File: config.mk
export PLATFORM = sky130hd
export DESIGN_NAME = hsdTop
export DESIGN_NICKNAME = d
export VERILOG_FILES = /design/src/hsdPkg.sv /design/src/bootTimer.sv /design/src/csrBank.sv /design/src/triggerCondition.sv /design/src/rangeCheck.sv /design/src/acqCapture.sv /design/src/hsdTop.sv
export SDC_FILE = /design/constraint.sdc
export NUM_CORES = 1
export LEC_CHECK = 0
export ABC_AREA = 1
export BUFFER_PORTS_ARGS = -buffer_cell sky130_fd_sc_hd__clkbuf_2
export CORE_MARGIN = 1.5
export CORE_UTILIZATION = 58
export DETAILED_ROUTE_END_ITERATION = 16
export GPL_ROUTABILITY_DRIVEN = 0
export PLACE_DENSITY = 0.75
export SLEW_MARGIN = 5
export SYNTH_ARGS = -nofsm -noshare
export SYNTH_HDL_FRONTEND = slang
export SYNTH_SLANG_ARGS = --single-unit
File: constraint.sdc
create_clock -name sysClk -period 6.7 [get_ports sysClk]
set_input_delay 0.67 -clock sysClk [delete_from_list [all_inputs] [get_ports sysClk]]
set_output_delay 0.67 -clock sysClk [all_outputs]
set_load 0.02 [all_outputs]
File: src/hsdPkg.sv
package hsdPkg;

////////////////////////////////////////////////////////////////////////////
// Widths

// Stored sample width, ADC data is sign-extended into it
localparam int SAMPLE_WIDTH = 16;
localparam int ADC_WIDTH = 12;

// External event trigger lines
localparam int TRIGGER_WIDTH = 6;

// Host register data width
localparam int CSR_WIDTH = 32;

////////////////////////////////////////////////////////////////////////////
// Types

typedef logic signed [SAMPLE_WIDTH-1:0] sample_t;

// Host register indices
typedef enum logic [3:0] {
    CSR_ACQ_CONTROL  = 4'd0,
    CSR_TRIGGER_MASK = 4'd1,
    CSR_SOFT_TRIGGER = 4'd2,
    CSR_RANGE        = 4'd3,
    CSR_MICROSECONDS = 4'd4,
    CSR_SECONDS      = 4'd5,
    CSR_INTERLOCK    = 4'd6
} csrIdx_e;

// Capture FSM states
typedef enum logic [2:0] {
    ACQ_IDLE    = 3'd0,
    ACQ_FILLING = 3'd1,
    ACQ_ARMED   = 3'd2,
    ACQ_POST    = 3'd3,
    ACQ_READOUT = 3'd4
} acqState_e;

typedef struct packed {
    logic                 strobe;
    csrIdx_e              index;
    logic [CSR_WIDTH-1:0] data;
} csrWrite_t;

// One word of the record readout stream
typedef struct packed {
    logic    valid;
    logic    last;
    sample_t sample;
} readWord_t;

typedef struct packed {
    logic       arm;
    logic [7:0] pretrigger;
} acqConfig_t;

typedef struct packed {
    sample_t max;
    sample_t min;
} rangeStatus_t;

endpackage

File: src/bootTimer.sv
`timescale 1ns/1ps

module bootTimer #(
    parameter int CLK_RATE = 100000000
) (
    input  logic                         sysClk,
    input  logic                         rst,
    output logic [hsdPkg::CSR_WIDTH-1:0] microseconds,
    output logic [hsdPkg::CSR_WIDTH-1:0] seconds
);

    import hsdPkg::*;

    localparam int TICKS_PER_US = CLK_RATE / 1000000;
    localparam int PRESCALE_WIDTH = (TICKS_PER_US > 1) ? $clog2(TICKS_PER_US) : 1;
    localparam logic [PRESCALE_WIDTH-1:0] PRESCALE_LAST = PRESCALE_WIDTH'(TICKS_PER_US - 1);
    localparam logic [19:0] US_LAST = 20'd999999;

    logic [PRESCALE_WIDTH-1:0] prescale;
    logic [19:0]               usInSecond;
    logic                      usTick;

    assign usTick = (prescale == PRESCALE_LAST);

    always_ff @(posedge sysClk) begin
        if (rst) begin
            prescale <= '0;
            usInSecond <= '0;
            microseconds <= '0;
            seconds <= '0;
        end
        else begin
            prescale <= usTick ? '0 : prescale + 1'b1;
            if (usTick) begin
                microseconds <= microseconds + 1'b1;
                // Seconds advance on every millionth microsecond
                if (usInSecond == US_LAST) begin
                    usInSecond <= '0;
                    seconds <= seconds + 1'b1;
                end
                else begin
                    usInSecond <= usInSecond + 1'b1;
                end
            end
        end
    end

    // Clock must be a whole number of MHz
    assert property (@(posedge sysClk) (TICKS_PER_US > 0) && (CLK_RATE % 1000000 == 0))
        else $error("bootTimer: CLK_RATE %0d is not a multiple of 1 MHz", CLK_RATE);

endmodule

File: src/csrBank.sv
`timescale 1ns/1ps

module csrBank (
    input  logic                             sysClk,
    input  logic                             rst,
    input  hsdPkg::csrWrite_t                csrWr,
    input  hsdPkg::csrIdx_e                  readIndex,
    input  hsdPkg::acqState_e                acqState,
    input  hsdPkg::rangeStatus_t             rangeStatus,
    input  logic [hsdPkg::CSR_WIDTH-1:0]     microseconds,
    input  logic [hsdPkg::CSR_WIDTH-1:0]     seconds,
    input  logic                             resetButton,
    output logic [hsdPkg::CSR_WIDTH-1:0]     readData,
    output hsdPkg::acqConfig_t               acqConfig,
    output logic [hsdPkg::TRIGGER_WIDTH-1:0] triggerMask,
    output logic                             softTrigger,
    output logic                             rangeClear,
    output logic                             relayControl
);

    import hsdPkg::*;

    logic [7:0] pretrigger;
    logic       controlWrite;

    ////////////////////////////////////////////////////////////////////////////
    // Write decoding

    assign controlWrite = csrWr.strobe && (csrWr.index == CSR_ACQ_CONTROL);

    // Pulses act at the same edge as the write strobe
    assign acqConfig.arm = controlWrite && csrWr.data[0];
    assign acqConfig.pretrigger = csrWr.data[15:8];
    assign softTrigger = csrWr.strobe && (csrWr.index == CSR_SOFT_TRIGGER);
    assign rangeClear = csrWr.strobe && (csrWr.index == CSR_RANGE);

    // Stored configuration
    always_ff @(posedge sysClk) begin
        if (rst) begin
            pretrigger <= '0;
            triggerMask <= '0;
            relayControl <= 1'b0;
        end
        else if (csrWr.strobe) begin
            case (csrWr.index)
                CSR_ACQ_CONTROL: begin
                    pretrigger <= csrWr.data[15:8];
                end
                CSR_TRIGGER_MASK: begin
                    triggerMask <= csrWr.data[TRIGGER_WIDTH-1:0];
                end
                CSR_INTERLOCK: begin
                    relayControl <= csrWr.data[0];
                end
                default: begin
                end
            endcase
        end
    end

    ////////////////////////////////////////////////////////////////////////////
    // Read multiplexer

    // One cycle of latency from readIndex to readData
    always_ff @(posedge sysClk) begin
        case (readIndex)
            CSR_ACQ_CONTROL: begin
                readData <= CSR_WIDTH'({pretrigger, 5'b0, acqState});
            end
            CSR_TRIGGER_MASK: begin
                readData <= CSR_WIDTH'(triggerMask);
            end
            CSR_RANGE: begin
                // Max in upper half, min in lower half
                readData <= CSR_WIDTH'(rangeStatus);
            end
            CSR_MICROSECONDS: begin
                readData <= microseconds;
            end
            CSR_SECONDS: begin
                readData <= seconds;
            end
            CSR_INTERLOCK: begin
                readData <= CSR_WIDTH'({relayControl, resetButton});
            end
            default: begin
                readData <= '0;
            end
        endcase
    end

endmodule

File: src/triggerCondition.sv
`timescale 1ns/1ps

module triggerCondition (
    input  logic                             sysClk,
    input  logic                             rst,
    input  logic [hsdPkg::TRIGGER_WIDTH-1:0] eventTriggers,
    input  logic [hsdPkg::TRIGGER_WIDTH-1:0] triggerMask,
    input  logic                             softTrigger,
    output logic                             acqTrigger
);

    import hsdPkg::*;

    // Two-flop synchroniser, then one delay stage for the edge detector
    logic [TRIGGER_WIDTH-1:0] syncMeta;
    logic [TRIGGER_WIDTH-1:0] syncStable;
    logic [TRIGGER_WIDTH-1:0] syncDelayed;
    logic [TRIGGER_WIDTH-1:0] risingEdges;
    logic                     eventHit;

    assign risingEdges = syncStable & ~syncDelayed;
    assign eventHit = |(risingEdges & triggerMask);

    always_ff @(posedge sysClk) begin
        if (rst) begin
            syncMeta <= '0;
            syncStable <= '0;
            syncDelayed <= '0;
            acqTrigger <= 1'b0;
        end
        else begin
            syncMeta <= eventTriggers;
            syncStable <= syncMeta;
            syncDelayed <= syncStable;
            // Mask gates event edges only, software trigger merges after it
            acqTrigger <= eventHit || softTrigger;
        end
    end

endmodule

File: src/rangeCheck.sv
`timescale 1ns/1ps

module rangeCheck (
    input  logic                 sysClk,
    input  logic                 rst,
    input  hsdPkg::sample_t      adcSample,
    input  logic                 rangeClear,
    output hsdPkg::rangeStatus_t rangeStatus
);

    import hsdPkg::*;

    // Extremes of the sign-extended ADC code
    localparam sample_t SAMPLE_HIGH = sample_t'((1 << (ADC_WIDTH - 1)) - 1);
    localparam sample_t SAMPLE_LOW = sample_t'(-(1 << (ADC_WIDTH - 1)));

    sample_t minSample;
    sample_t maxSample;
    logic    seen;

    always_ff @(posedge sysClk) begin
        if (rst || rangeClear) begin
            // Inverted extremes so the next sample sets both
            minSample <= SAMPLE_HIGH;
            maxSample <= SAMPLE_LOW;
            seen <= 1'b0;
        end
        else begin
            if (adcSample < minSample) begin
                minSample <= adcSample;
            end
            if (adcSample > maxSample) begin
                maxSample <= adcSample;
            end
            seen <= 1'b1;
        end
    end

    assign rangeStatus.max = maxSample;
    assign rangeStatus.min = minSample;

    // Once any sample has landed the window is never inverted
    assert property (@(posedge sysClk) disable iff (rst)
        seen |-> (minSample <= maxSample))
        else $error("rangeCheck: min %0d above max %0d", minSample, maxSample);

endmodule

File: src/acqCapture.sv
`timescale 1ns/1ps

module acqCapture #(
    parameter int RECORD_LENGTH = 64,
    parameter int CREDIT_COUNT = 4
) (
    input  logic               sysClk,
    input  logic               rst,
    input  hsdPkg::sample_t    adcSample,
    input  hsdPkg::acqConfig_t acqConfig,
    input  logic               acqTrigger,
    input  logic               creditReturn,
    output hsdPkg::acqState_e  acqState,
    output hsdPkg::readWord_t  readout
);

    import hsdPkg::*;

    localparam int ADDR_WIDTH = $clog2(RECORD_LENGTH);
    localparam int CREDIT_WIDTH = $clog2(CREDIT_COUNT + 1);
    localparam logic [ADDR_WIDTH:0] LAST_INDEX = (ADDR_WIDTH + 1)'(RECORD_LENGTH - 1);

    sample_t buffer [0:RECORD_LENGTH-1];

    acqState_e               state;
    logic [ADDR_WIDTH-1:0]   writeAddr;
    logic [ADDR_WIDTH-1:0]   startAddr;
    logic [ADDR_WIDTH-1:0]   readAddr;
    logic [ADDR_WIDTH-1:0]   preCount;
    // Fill count, then post-trigger countdown, then readout index
    logic [ADDR_WIDTH:0]     count;
    logic [CREDIT_WIDTH-1:0] credits;
    logic                    storing;
    logic                    emit;
    logic                    outValid;
    logic                    outLast;
    sample_t                 outSample;

    assign storing = (state == ACQ_FILLING) || (state == ACQ_ARMED) || (state == ACQ_POST);
    assign emit = (state == ACQ_READOUT) && (credits != '0) && !count[ADDR_WIDTH]
                  && !acqConfig.arm;
    assign readAddr = startAddr + count[ADDR_WIDTH-1:0];

    ////////////////////////////////////////////////////////////////////////////
    // Capture FSM and credit counter
    always_ff @(posedge sysClk) begin
        if (rst) begin
            state <= ACQ_IDLE;
            writeAddr <= '0;
            startAddr <= '0;
            preCount <= '0;
            count <= '0;
            credits <= CREDIT_WIDTH'(CREDIT_COUNT);
            outValid <= 1'b0;
            outLast <= 1'b0;
        end
        else begin
            credits <= credits - CREDIT_WIDTH'(emit) + CREDIT_WIDTH'(creditReturn);
            outValid <= emit;
            outLast <= emit && (count == LAST_INDEX);
            if (storing) begin
                writeAddr <= writeAddr + 1'b1;
            end
            if (acqConfig.arm) begin
                // Arm restarts from any state
                state <= ACQ_FILLING;
                preCount <= ADDR_WIDTH'(acqConfig.pretrigger);
                count <= '0;
            end
            else begin
                case (state)
                    ACQ_FILLING: begin
                        count <= count + 1'b1;
                        if ((count + 1'b1) >= {1'b0, preCount}) begin
                            state <= ACQ_ARMED;
                        end
                    end
                    ACQ_ARMED: begin
                        // Sample stored at this edge is element PRE
                        if (acqTrigger) begin
                            startAddr <= writeAddr - preCount;
                            if (&preCount) begin
                                state <= ACQ_READOUT;
                                count <= '0;
                            end
                            else begin
                                state <= ACQ_POST;
                                count <= {1'b0, ~preCount};
                            end
                        end
                    end
                    ACQ_POST: begin
                        if (count == 1) begin
                            state <= ACQ_READOUT;
                            count <= '0;
                        end
                        else begin
                            count <= count - 1'b1;
                        end
                    end
                    ACQ_READOUT: begin
                        if (emit) begin
                            count <= count + 1'b1;
                        end
                        if (outValid && outLast) begin
                            state <= ACQ_IDLE;
                        end
                    end
                    default: begin
                        state <= ACQ_IDLE;
                    end
                endcase
            end
        end
    end

    ////////////////////////////////////////////////////////////////////////////
    // Circular buffer and readout data
    always_ff @(posedge sysClk) begin
        if (storing) begin
            buffer[writeAddr] <= adcSample;
        end
        if (emit) begin
            outSample <= buffer[readAddr];
        end
    end

    assign acqState = state;
    assign readout.valid = outValid;
    assign readout.last = outLast;
    assign readout.sample = outSample;

    // Consumer returned more credits than words it received
    assert property (@(posedge sysClk) disable iff (rst) credits <= CREDIT_COUNT)
        else $error("acqCapture: credits %0d above %0d", credits, CREDIT_COUNT);

    // No word leaks out while capturing or idle
    assert property (@(posedge sysClk) disable iff (rst) outValid |-> (state == ACQ_READOUT))
        else $error("acqCapture: readout valid outside READOUT");

endmodule

File: src/hsdTop.sv
`timescale 1ns/1ps

module hsdTop #(
    parameter int CLK_RATE = 100000000,
    parameter int RECORD_LENGTH = 64,
    parameter int CREDIT_COUNT = 4
) (
    input  logic                             sysClk,
    input  logic                             rst,
    input  hsdPkg::csrWrite_t                csrWr,
    input  hsdPkg::csrIdx_e                  readIndex,
    output logic [hsdPkg::CSR_WIDTH-1:0]     readData,
    input  hsdPkg::sample_t                  adcSample,
    input  logic [hsdPkg::TRIGGER_WIDTH-1:0] eventTriggers,
    input  logic                             resetButton,
    output logic                             relayControl,
    output hsdPkg::readWord_t                readout,
    input  logic                             creditReturn
);

    import hsdPkg::*;

    acqConfig_t               acqConfig;
    logic [TRIGGER_WIDTH-1:0] triggerMask;
    logic                     softTrigger;
    logic                     rangeClear;
    logic                     acqTrigger;
    acqState_e                acqState;
    rangeStatus_t             rangeStatus;
    logic [CSR_WIDTH-1:0]     microseconds;
    logic [CSR_WIDTH-1:0]     seconds;

    ////////////////////////////////////////////////////////////////////////////
    // Host registers
    csrBank csrBank (
        .sysClk(sysClk),
        .rst(rst),
        .csrWr(csrWr),
        .readIndex(readIndex),
        .acqState(acqState),
        .rangeStatus(rangeStatus),
        .microseconds(microseconds),
        .seconds(seconds),
        .resetButton(resetButton),
        .readData(readData),
        .acqConfig(acqConfig),
        .triggerMask(triggerMask),
        .softTrigger(softTrigger),
        .rangeClear(rangeClear),
        .relayControl(relayControl));

    ////////////////////////////////////////////////////////////////////////////
    // Timekeeping
    bootTimer #(.CLK_RATE(CLK_RATE))
      bootTimer (
        .sysClk(sysClk),
        .rst(rst),
        .microseconds(microseconds),
        .seconds(seconds));

    ////////////////////////////////////////////////////////////////////////////
    // Triggers and ADC monitoring
    triggerCondition triggerCondition (
        .sysClk(sysClk),
        .rst(rst),
        .eventTriggers(eventTriggers),
        .triggerMask(triggerMask),
        .softTrigger(softTrigger),
        .acqTrigger(acqTrigger));

    rangeCheck rangeCheck (
        .sysClk(sysClk),
        .rst(rst),
        .adcSample(adcSample),
        .rangeClear(rangeClear),
        .rangeStatus(rangeStatus));

    ////////////////////////////////////////////////////////////////////////////
    // Acquisition
    acqCapture #(
        .RECORD_LENGTH(RECORD_LENGTH),
        .CREDIT_COUNT(CREDIT_COUNT))
      acqCapture (
        .sysClk(sysClk),
        .rst(rst),
        .adcSample(adcSample),
        .acqConfig(acqConfig),
        .acqTrigger(acqTrigger),
        .creditReturn(creditReturn),
        .acqState(acqState),
        .readout(readout));

endmodule

==> flow_metrics.env <==
export IMPL_drcViolationCount=0
export IMPL_synth_seq_cells=1262
export IMPL_max_freq_mhz=229
export IMPL_fin_skew_ns=0.0397
export IMPL_startpoint_type="flip-flop"
export IMPL_grt_pass1_wl_um=204000
export IMPL_hold_viol=0
export IMPL_layout_setup_ws_ns=2.33
export IMPL_dr_first_iter_drc_count=4645
export IMPL_setup_viol=0
export IMPL_r2r_setup_slack_ns=2.33
export IMPL_vias_per_cell=6.25
export IMPL_first_pass_iters=6
export IMPL_path_clk_slew_ns=0.06
export IMPL_antenna_left=0
export IMPL_dr_wl_met3_um=13900
export IMPL_relSlewSlack_pct=22.6
export IMPL_cp_required_ns=7.17
export IMPL_p_per_area_nw_per_um2=291
export IMPL_slew_violations=0
export IMPL_final_instance_count_excl_fill=5852
export IMPL_path_common_cell="nand3_1"
export IMPL_multiInputGateArea_um2=14600
export IMPL_synth_edf_count=1040
export IMPL_postCtsHoldBufs=0
export IMPL_synth_top_area_share_pct=59.9
export IMPL_reg2reg_depth=10
export IMPL_crit_chain="ha_4 -> fa_4 -> xor2_4 -> buf_4 -> buf_4 -> o221ai_1 -> nand3_1 -> nand3_1 -> nand3_1 -> nand2_1"
export IMPL_clockBufferDepth=3
export IMPL_synth_nets=4653
export IMPL_overflow=0
export IMPL_clock_tree_root_cell="clkbuf_16"
export IMPL_place_worst_setup_slack_ns=2.39
export IMPL_power_uw=16900
export IMPL_wl_met2_um=63400
export IMPL_boundaryPins=118
export IMPL_register_area_um2=35700
export IMPL_fin_area_um2=57900
export IMPL_synth_main_ff_cell="edfxtp_1"
export IMPL_core_area_um2=88800
export IMPL_grtUsageTotal_pct=29.3
export IMPL_maxCapViolations=0
export IMPL_grt_start_max_net_pins=180
export IMPL_avgSynthCellArea_um2=11.5
export IMPL_num_rows=109
export IMPL_die_area_um2=91800
export IMPL_antenna_found_initial=2
export IMPL_cp_arrival_ns=4.84
export IMPL_place_hpwl_um=80300
export IMPL_dpl_cell_count=5631
export IMPL_cts_setup_buffers=0
export IMPL_cts_htree_levels=3
export IMPL_grt_pass1_vias=35000
export IMPL_area_growth_pct=11.1
export IMPL_async_flop_share_pct=0
export IMPL_top_layer="met4"
export IMPL_yosys_top_cells_area="edfxtp_1, dfxtp_1, o21ai_0"
export IMPL_nets=4715
export IMPL_timing_rr_end="acqCapture.outSample[6]"
export IMPL_tns_ns=0
export IMPL_period_share_pct=65.2
export IMPL_hp_start="eventTriggers[1]"
export IMPL_endpoint_kind="flip-flop"
export IMPL_die_y_um=303
export IMPL_ir_drop_mv=0.244
export IMPL_seq_area_frac_synth_pct=68.4
export IMPL_synth_most_common_cell="edfxtp_1"
export IMPL_syn_cell_area_um2=52200
export IMPL_cts_sinks=1262
export IMPL_die_width_um=303
export IMPL_min_to="triggerCondition.syncMeta[1]"
export IMPL_rsz0062_at_grt="no"
export IMPL_clkLatencyLatePin_ns=0.72
export IMPL_placed_area_um2=54000
export IMPL_worstSetupPathType="flip-flop to flip-flop"
export IMPL_synthCells=4526
export IMPL_whs_path_depth=3
export IMPL_vias=36600
export IMPL_synth_top_area_cell="edfxtp_1"
export IMPL_cts_buffers=120
export IMPL_fillers=6427
export IMPL_wl_per_cell_um=23.0
export IMPL_synth_commonest_cells="edfxtp_1, nor2_1, o21ai_0"
export IMPL_hold_path_class="input pin to flip-flop"
export IMPL_cts_tree="built"
export IMPL_critPathMaxStageDelay_ns=0.78
export IMPL_worst_pin_slew_ns=1.16
export IMPL_crit_path_max_fanout=42
export IMPL_io_buffer_count=99
export IMPL_status="complete, no violations"
export IMPL_p_leak_uw=0.0196
export IMPL_ctsResizeCount=0
export IMPL_routed_wl_um=135000
export IMPL_drive_gt1_share_pct=9.28
export IMPL_critPathSlowestCell="xor2_4"
export IMPL_initial_core_util_pct=58.8
export IMPL_synth_cell_types=55
export IMPL_m1WireLength_um=52100
export IMPL_reg2reg_from="acqCapture.count[0]"
export IMPL_yosysWarnings=0
export IMPL_finalCriticalPeriod_ns=4.37
[where the power goes]
group / internal, µW / switching [µW] / leakage (µW)
combinational: 415 / 1080 / 0.00649
sequential: 8600 / 82.4 / 0.0111
clock: 3820 / 2890 / 0.00192
total: 12800 / 4050 / 0.0196
[critical path, delay by kind of cell, from the launching register on]
| family | cells | cell delay [ns] |
|---|---|---|
| AOI/OAI and AO/OA | 1 | 0.31 |
| xor gates and xnor gates | 1 | 0.78 |
| adders and majority gates | 2 | 0.77 |
| buffers and inverters | 2 | 1.20 |
| DFF | 1 | 0.41 |
| and+or+nand+nor | 4 | 0.62 |
[kinds of logic (layout without fill, tap and decap cells)]
logic type / count (synthesis) / in the layout / share of synthesized area (%)
compound gates: 1061 / 1061 / 12.4
simple gates: 1564 / 1564 / 12.8
xor+xnor: 63 / 63 / 1.07
buf+inv: 516 / 676 / 3.88
fa+ha+maj: 60 / 60 / 1.48
other cells: 0 / 1 / 0
flops: 1262 / 1262 / 68.4
[state kept, by name, summed over array words and instances, names as in the netlist, 7 cells and up]
| name | flops |
|---|---|
| acqCapture.buffer | 1024 |
| rangeCheck.minSample | 16 |
| csrBank.pretrigger | 8 |
| rangeCheck.maxSample | 16 |
| acqCapture.count | 7 |
| bootTimer.microseconds | 32 |
| bootTimer.prescale | 7 |
| acqCapture.outSample | 16 |
| bootTimer.usInSecond | 20 |
| bootTimer.seconds | 32 |
| csrBank.readData | 32 |
[worst max-delay path by stage]
stage	from	to	slack [ns]	cells past startpoint
floorplan	acqCapture.acqState[0]	acqCapture.buffer[37][0]	3.57	7
global placement	acqCapture.count[0]	acqCapture.outSample[1]	2.38	10
detailed placement	acqCapture.count[0]	acqCapture.outSample[1]	2.39	10
CTS	acqCapture.count[0]	acqCapture.outSample[1]	2.36	10
global route	acqCapture.count[0]	acqCapture.outSample[1]	2.18	10
finish	acqCapture.count[0]	acqCapture.outSample[6]	2.33	10
[metal layers]
metal / up-vias / track usage [%]
li1: 16600 / -
met5: - / 0
met3: 249 / 5.55
met4: 0 / 12.1
met1: 17800 / 39.7
met2: 1849 / 47.1
[placed cells by master (no fill, tap or decap), types with 7 or more instances in the layout]
cell type and n:
clkinv_2 27, clkbuf_1 17, nor3_1 63, clkinv_1 24, o211ai_1 7, nand4_1 48
edfxtp_1 1040, ha_1 56, nand3_1 296, o21ai_0 610, a21oi_1 136, inv_1 237
buf_4 104, xnor2_1 7, clkbuf_16 124, dfxtp_1 222, o221ai_1 277, nor2_1 752
clkbuf_2 101, xor2_1 52, nand2_1 358, nor4_1 8, nor2_4 7, bufinv_16 10
[per-stage QoR]
step	hold WS [ns]	util, %
floorplan	0.388	-
global placement	0.392	60.9
detailed placement	0.398	60.9
CTS	0.109	65.3
global route	0.134	65.3
finish	0.134	65.3
[layout make-up]
class | count | area share [%]
flip-flops and latches | 1262 | 61.6
multi-input cells | 2748 | 25.1
clock buffers | 150 | 5.62
well taps | 1165 | 2.52
repair buffers | 209 | 2.41
inverters | 247 | 1.63
clock inverters | 70 | 1.12
diodes | 1 | 0.00432
No activity file was read; power rests on OpenSTA's default activity.
